$ cat src/include/spram_macros.svh
// Geometry of the shared memory subsystem.
// Word address width must exceed the macro address width (at least two banks).
// Data width must be a whole number of bytes; port count must be two or more.
`ifndef SPRAM_MACROS_SVH
`define SPRAM_MACROS_SVH

// data word and word address
`define SPRAM_DW 32
`define SPRAM_AW 10

// hardened macro of 64 bits x 256 words
`define SPRAM_MACRO_W 64
`define SPRAM_MACRO_AW 8

// AXI4-Lite ports sharing the RAM
`define SPRAM_PORTS 2

`endif

$ cat src/source/spram_pkg.sv
// Types shared by the AXI ports, the arbiter and the top level.
// Request field widths come from spram_macros.svh.
`include "spram_macros.svh"

package spram_pkg;

    // AXI response code of which only OKAY is returned
    typedef enum logic [1:0] {
        AXI_OKAY   = 2'b00,
        AXI_EXOKAY = 2'b01,
        AXI_SLVERR = 2'b10,
        AXI_DECERR = 2'b11
    } axi_resp_t;

    // one memory access from port to arbiter
    typedef struct packed {
        logic                 we;     // 1 = write
        logic [`SPRAM_AW-1:0] addr;   // word address
        logic [`SPRAM_DW-1:0] wdata;
        logic [`SPRAM_DW-1:0] wmask;  // per bit mask built from wstrb
    } mem_req_t;

endpackage

$ cat src/source/axil_mem_port.sv
// AXI4-Lite slave turning channel traffic into single memory requests.
// One transaction at a time; every response is OKAY, addresses are not range checked.
// AW and W may arrive in either order. AR loses a tie against a pending write.
// Byte address low bits are ignored (word aligned accesses only).
`timescale 1ns/1ps
`include "spram_macros.svh"

module axil_mem_port
    import spram_pkg::*;
#(
    localparam int BW  = `SPRAM_DW / 8,             // strobe lanes
    localparam int ABW = `SPRAM_AW + $clog2(BW)     // byte address width
) (
    input  logic                 clk,
    input  logic                 rst_n,
    input  logic                 awvalid,
    output logic                 awready,
    input  logic [ABW-1:0]       awaddr,
    input  logic                 wvalid,
    output logic                 wready,
    input  logic [`SPRAM_DW-1:0] wdata,
    input  logic [BW-1:0]        wstrb,
    output logic                 bvalid,
    input  logic                 bready,
    output axi_resp_t            bresp,
    input  logic                 arvalid,
    output logic                 arready,
    input  logic [ABW-1:0]       araddr,
    output logic                 rvalid,
    input  logic                 rready,
    output logic [`SPRAM_DW-1:0] rdata,
    output axi_resp_t            rresp,
    output logic                 req_valid,
    output mem_req_t             req,
    input  logic                 req_ready,
    input  logic                 rsp_valid,
    input  logic [`SPRAM_DW-1:0] rsp_rdata
);

    typedef enum logic [2:0] {
        ST_IDLE,   // accepting AW/W/AR
        ST_REQ,    // request toward arbiter
        ST_RWAIT,  // read granted, data next
        ST_BRESP,
        ST_RRESP   // read data held for rready
    } state_t;

    state_t               state_q;
    logic                 aw_done_q;
    logic                 w_done_q;
    logic [ABW-1:0]       awaddr_q;
    logic [`SPRAM_DW-1:0] wdata_q;
    logic [BW-1:0]        wstrb_q;
    logic [`SPRAM_DW-1:0] rdata_q;
    mem_req_t             req_q;
    logic                 idle;
    logic                 aw_hs;
    logic                 w_hs;
    logic                 ar_hs;
    logic                 wr_go;    // both write halves present
    logic [ABW-1:0]       wr_addr;
    logic [`SPRAM_DW-1:0] wr_data;
    logic [BW-1:0]        wr_strb;
    logic [`SPRAM_DW-1:0] wr_mask;

    assign idle    = state_q == ST_IDLE;
    assign awready = idle && !aw_done_q;
    assign wready  = idle && !w_done_q;
    assign arready = idle && !aw_done_q && !awvalid;  // write wins a tie

    assign aw_hs = awvalid && awready;
    assign w_hs  = wvalid && wready;
    assign ar_hs = arvalid && arready;
    assign wr_go = idle && (aw_done_q || aw_hs) && (w_done_q || w_hs);

    // held copy once taken, else the live channel
    assign wr_addr = aw_done_q ? awaddr_q : awaddr;
    assign wr_data = w_done_q ? wdata_q : wdata;
    assign wr_strb = w_done_q ? wstrb_q : wstrb;

    always_comb begin
        for (int i = 0; i < BW; i++) begin
            wr_mask[i*8 +: 8] = {8{wr_strb[i]}};  // byte strobe to bit mask
        end
    end

    always_ff @(posedge clk or negedge rst_n) begin
        if (!rst_n) begin
            state_q   <= ST_IDLE;
            aw_done_q <= 1'b0;
            w_done_q  <= 1'b0;
        end else begin
            case (state_q)
                ST_IDLE: begin
                    if (wr_go) begin
                        aw_done_q <= 1'b0;
                        w_done_q  <= 1'b0;
                        state_q   <= ST_REQ;
                    end else begin
                        aw_done_q <= aw_done_q || aw_hs;
                        w_done_q  <= w_done_q || w_hs;
                        if (ar_hs) begin
                            state_q <= ST_REQ;
                        end
                    end
                end
                ST_REQ: begin
                    if (req_ready) begin
                        state_q <= req_q.we ? ST_BRESP : ST_RWAIT;
                    end
                end
                ST_RWAIT: begin
                    if (rsp_valid) begin
                        state_q <= rready ? ST_IDLE : ST_RRESP;  // no wait if taken at once
                    end
                end
                ST_BRESP: begin
                    if (bready) begin
                        state_q <= ST_IDLE;
                    end
                end
                ST_RRESP: begin
                    if (rready) begin
                        state_q <= ST_IDLE;
                    end
                end
                default: state_q <= ST_IDLE;
            endcase
        end
    end

    always_ff @(posedge clk) begin
        if (aw_hs) begin
            awaddr_q <= awaddr;
        end
        if (w_hs) begin
            wdata_q <= wdata;
            wstrb_q <= wstrb;
        end
        if (wr_go) begin
            req_q <= '{we: 1'b1, addr: wr_addr[ABW-1 -: `SPRAM_AW],
                       wdata: wr_data, wmask: wr_mask};
        end else if (ar_hs) begin
            req_q <= '{we: 1'b0, addr: araddr[ABW-1 -: `SPRAM_AW], wdata: '0, wmask: '0};
        end
        if (state_q == ST_RWAIT && rsp_valid) begin
            rdata_q <= rsp_rdata;  // kept for a stalled rready
        end
    end

    assign req_valid = state_q == ST_REQ;
    assign req       = req_q;
    assign bvalid    = state_q == ST_BRESP;
    assign bresp     = AXI_OKAY;
    assign rvalid    = (state_q == ST_RWAIT && rsp_valid) || state_q == ST_RRESP;
    assign rdata     = (state_q == ST_RRESP) ? rdata_q : rsp_rdata;
    assign rresp     = AXI_OKAY;

endmodule

$ cat config.mk
export PLATFORM = sky130hd
export DESIGN_NAME = axil_mem_port
export DESIGN_NICKNAME = d
export VERILOG_FILES = /design/src/source/spram_pkg.sv /design/src/source/axil_mem_port.sv
export VERILOG_INCLUDE_DIRS = /design/src /design/src/include
export SDC_FILE = /design/constraint.sdc
export NUM_CORES = 1
export LEC_CHECK = 0
export ABC_AREA = 1
export ABC_CLOCK_PERIOD_IN_PS = 5100
export BUFFER_PORTS_ARGS = -buffer_cell sky130_fd_sc_hd__buf_2
export CAP_MARGIN = 0
export CORE_UTILIZATION = 49
export CTS_BUF_LIST = sky130_fd_sc_hd__clkbuf_4 sky130_fd_sc_hd__clkbuf_8 sky130_fd_sc_hd__clkbuf_16
export DETAILED_ROUTE_END_ITERATION = 8
export GPL_TIMING_DRIVEN = 1
export PLACE_DENSITY = 0.87
export SYNTH_ARGS = -nofsm -noshare
export SYNTH_HDL_FRONTEND = slang
export SYNTH_SLANG_ARGS = --single-unit
$ cat constraint.sdc
create_clock -name clk -period 5.1 [get_ports clk]
set_clock_uncertainty 0.15 [all_clocks]
set_input_delay 0 -clock clk [delete_from_list [all_inputs] [get_ports clk]]
set_output_delay 0 -clock clk [all_outputs]
set_load 0.01 [all_outputs]
Yosys cells after proc, flatten, opt, wreduce, memory -nomap -nowiden
Index checks and enable logic that the tools add are counted.
{"block": "classes", "n_eq_ne": 9, "mux": 17, "n_reduce_logical": 18}
{"op": "2-to-1 mux 74 bit", "count": 2}
{"op": "2-to-1 mux 32 bit", "count": 2}
{"op": "2-to-1 mux 3 bit", "count": 7}
{"op": "case mux 3 bit (5 select lines)", "count": 1}
{"op": "2-to-1 mux 12 bit", "count": 1}
{"op": "logical AND 1 bit", "count": 9}
{"op": "equality test 3 x 2 -> 1 bit (second input constant)", "count": 2}
{"op": "AND reduction 5 bit", "count": 1}
{"op": "2-to-1 mux 4 bit", "count": 1}
{"op": "!= test 2 x 1 -> 1 bit (second input constant)", "count": 2}
{"op": "!= test 2 bit (second input constant)", "count": 2}
{"op": "equality test 3 x 1 -> 1 bit (second input constant)", "count": 1}
{"op": "equality test 3 bit (second input constant)", "count": 1}
{"op": "zero test 1 bit", "count": 3}
{"op": "zero test 3 bit", "count": 1}
{"op": "logical OR 1 bit", "count": 3}
{"op": "2-to-1 mux 1 bit", "count": 3}
{"op": "!= test 3 x 1 -> 1 bit (second input constant)", "count": 1}
{"op": "nonzero test 2 bit", "count": 1}
{"block": "word_totals", "register_bits": 160, "output_inout_bits": 117}

Logic depth before layout (Yosys ltp)
{"block": "depth", "depth_word": 8, "ltp_mapped": 8, "mapped_depth_nobuf": 8}

Worst setup path before layout
Ideal clock, no wire load.
{"block": "synth_timing", "path_kind": "reg2reg", "startpoint": "reg state_q[1]", "endpoint": "reg wdata_q[0] (enable)", "setup_ps": 482, "arrival_time_ps": 3377, "t_required_ps": 4468, "path_slack_ps": 1091, "path_stages_with_launch": 4, "synth_period_minus_slack_ps": 4009, "cell_sequence": "dfrtp_1 > nor2_4 > nand2_4 > nor3b_1"}
{"block": "synth_via", "elab_chain_cells": 3}
{"element": "from (decl)", "line": "axil_mem_port.sv:48", "text": "state_t state_q;"}
{"element": "from (signal assigned)", "line": "axil_mem_port.sv:109", "text": "state_q <= req_q.we ? ST_BRESP : ST_RWAIT;"}
{"element": "from (signal assigned)", "line": "axil_mem_port.sv:114", "text": "state_q <= rready ? ST_IDLE : ST_RRESP;"}
{"element": "zero test 3 bit", "line": "axil_mem_port.sv:66", "text": "assign idle = state_q == ST_IDLE;"}
{"element": "logical AND 1 bit", "line": "axil_mem_port.sv:68", "text": "assign wready = idle && !w_done_q;"}
{"element": "logical AND 1 bit", "line": "axil_mem_port.sv:72", "text": "assign w_hs = wvalid && wready;"}
{"element": "via w_hs", "line": "axil_mem_port.sv:58", "text": "logic w_hs;"}
{"element": "to (signal assigned)", "line": "axil_mem_port.sv:137", "text": "wdata_q <= wdata;"}
{"element": "to (decl)", "line": "axil_mem_port.sv:52", "text": "logic [`SPRAM_DW-1:0] wdata_q;"}
The timed path passes the listed nets, and every way through them passes these cells.
A chain may end at the register's enable or synchronous reset.

Final worst setup path
{"block": "layout_timing", "startpoint": "reg w_done_q", "endpoint": "reg state_q[2]"}
{"block": "layout_via", "elab_chain_cells": 7}
{"element": "from (decl)", "line": "axil_mem_port.sv:50", "text": "logic w_done_q;"}
{"element": "from (signal assigned)", "line": "axil_mem_port.sv:101", "text": "w_done_q <= w_done_q || w_hs;"}
{"element": "zero test 1 bit", "line": "axil_mem_port.sv:68"}
{"element": "logical AND 1 bit", "line": "axil_mem_port.sv:68"}
{"element": "logical AND 1 bit", "line": "axil_mem_port.sv:72"}
{"element": "logical OR 1 bit *", "line": "axil_mem_port.sv:74", "text": "assign wr_go = idle && (aw_done_q || aw_hs) && (w_done_q || w_hs);"}
{"element": "logical AND 1 bit *", "line": "axil_mem_port.sv:74"}
{"element": "!= test 3 x 1 -> 1 bit (no line) or 2-to-1 mux 3 bit (tied branches)"}
{"element": "AND reduction 5 bit (no line) or case mux 3 bit (5 select lines) (tied branches)"}
Mark *: on every way between the ends. The rest lies on a longest branch, timed or not.

==> results.json <==
{
  "period_minus_slack_ps": 2880,
  "core.rowCount": 38,
  "netlist.area_leader.share": 0.666,
  "finalPower_mw": 4.24,
  "synth-main-ff-cell": "edfxtp_1",
  "antenna_found_initial": 0,
  "yosys_register_bits": 130,
  "first_pass_iters": 5,
  "top_level_ports": 218,
  "ant_nets": 0,
  "die_h_microns": 109,
  "slew_violations": 0,
  "diodes": 0,
  "drive_gt1_frac": 0.418,
  "max_freq_mhz": 348,
  "slew_headroom": 0.258,
  "rsz0062_at_grt": "false",
  "drc": 0,
  "preCtsSetupSlack_ps": 2460,
  "crit_arrival_ps": 3020,
  "drt_iter0_drc": 257,
  "viasPerCell": 4.92,
  "cts_tree": "built",
  "setup_violations": 0,
  "async_flop_share": 0.0385,
  "yosys_warnings": 0,
  "gp_congestion": 0.763,
  "synth_area_sq_um": 5590,
  "dieArea_sq_um": 11800,
  "grt_pass1_vias": 4422,
  "grt_pass1_wl_microns": 21600,
  "fin_crit_sh": 0.564,
  "die_width_microns": 109,
  "crit_fanout": 49,
  "power_density_nw_per_um2": 522,
  "crit_type": "register to register",
  "synth_edf_count": 124,
  "status": "finished clean",
  "yosysTopAreaCell": "edfxtp_1",
  "max-cap-violations": 0,
  "finalHoldViolations": 0,
  "synth-seq-area-share": 0.692,
  "design.core.area_sq_um": 11000,
  "synth.distinct_cells": 26,
  "syn_avg_cell_area_sq_um": 12.8,
  "crit_path_start_kind": "register",
  "synthTopCellsByArea": "edfxtp_1, nand2_1, mux2_2",
  "wire_per_inst_microns": 16.1,
  "dp_hpwl_microns": 8110,
  "area_growth_pct": 45.2,
  "vias": 4307,
  "tightestPinTransition_ps": 1110,
  "initial_utilization": 0.509,
  "clkSinkCount": 130,
  "nets": 823,
  "grt_max_degree": 50,
  "multi_input_area_sq_um": 1370,
  "vdd_ir_drop_max_mv": 0.355,
  "grt_overflow": 0,
  "cts.reportedPaths.clkPinSlew_ps": 60,
  "hp-class": "primary input to register",
  "seq_area_sq_um": 3870,
  "synthCells": 438,
  "cts_setup_buffers": 0,
  "fillerInstances": 667,
  "fin_setup_tns_ps": 0,
  "cts_root_buffer": "clkbuf_16",
  "cts_inserted_buffers": 17,
  "end_kind": "register",
  "clockBufferDepth": 2,
  "place_area_sq_um": 6530,
  "design_area_sq_um": 8120,
  "worstPathRequired_ps": 5240,
  "setup_ws_ps": 2220,
  "leakagePower_nw": 3.47,
  "worstSkewPairLatency_ps": 400,
  "io_buffers": 209,
  "grt_use_total": 0.243,
  "wirelength_microns": 14100,
  "htree_levels": 4
}
[cell usage after synthesis, types with 2 or more instances]
cell,instances
buf_6,3
nand2_2,2
o21ai_0,3
nand3b_1,2
a21oi_1,17
clkbuf_1,8
edfxtp_1,124
nand2_1,147
mux2_2,32
nor2_1,13
a21oi_2,20
inv_1,7
dfrtp_1,5
buf_4,32
nand3_1,5
buf_2,7
nor3b_1,2
[kinds of logic after synthesis]
kind of cell,share of synthesized area
buffers and inverters,0.0667
other,0.000671
muxes,0.0645
DFF,0.692
AOI/OAI and AO/OA,0.0492
and+or+nand+nor,0.127
[per-stage QoR]
stage	hold slack [ps]	std cells	utilization
detailed placement	-318	745	0.595
global placement	-322	745	0.595
global route	62.0	875	0.739
floorplan	-446	441	-
finish	30.7	875	0.739
CTS	19.1	875	0.739
[flip-flops by register name, indices dropped and copies added, names as in the netlist]
name	count
aw_done_q	1
rdata_q	32
awaddr_q	10
w_done_q	1
wstrb_q	4
wdata_q	32
state_q	3
req	47
[report_power, final]
part	leakage, nW	switching (mW)	internal, mW
clock	0.294	0.457	0.773
combinational	1.95	0.862	0.460
sequential	1.22	0.123	1.56
[worst max-delay path: stages (launching register included)]
cell and delay, ps:
dfrtp_1 380, inv_2 500, nand2_1 180, nand2_2 110, buf_4 520, nand2_1 230
nand3_1 120, dlygate4sd3_1 550, nand2_1 50
[layout make-up]
cell class | count | area share
inverters | 9 | 0.00416
well taps | 140 | 0.0216
clock inverters | 15 | 0.0223
flip-flops and latches | 130 | 0.477
multi-input cells | 252 | 0.169
repair buffers | 312 | 0.254
clock buffers | 17 | 0.0524
[final timing paths]
path	from	endpoint	slack, ps	depth (start not counted)
setup / recovery	w_done_q	state_q[2]	2220	8
hold / removal	req_ready	state_q[0]	30	6
min in group asynchronous	rst_n	state_q[0]	370	3
max in group asynchronous	rst_n	aw_done_q	4210	3
setup reg to reg	w_done_q	state_q[2]	2220	8
hold reg to reg	req[74]	req[74]	320	2
[metal layers]
layer | share of wire | vias to the layer above | global-route usage
li1 | - | 2050 | -
met1 | 0.39 | 2049 | 0.275
met2 | 0.53 | 196 | 0.444
met3 | 0.068 | 12 | 0.0663
met4 | 0.0081 | 0 | 0.0753
met5 | 0 | - | 0
[cells in the final DEF, fill, tap and decap left out, drive strengths merged, types with 2 or more instances in the layout]
| cell type | instances |
|---|---|
| o21ai | 3 |
| dlygate4sd3 | 98 |
| clkinvlp | 2 |
| bufinv | 3 |
| nor2 | 15 |
| nand3 | 5 |
| dfrtp | 5 |
| mux2 | 32 |
| a21oi | 37 |
| nand2 | 150 |
| clkinv | 8 |
| clkbuf | 17 |
| buf | 214 |
| nand3b | 2 |
| edfxtp | 124 |
| nor3b | 2 |
| conb | 4 |
| inv | 11 |
[timing repair]
action                    CTS  global route
hold endpoints to repair  134             0
resized for setup           0             0
hold buffers               98             0
No activity file was read; power rests on OpenSTA's default activity.
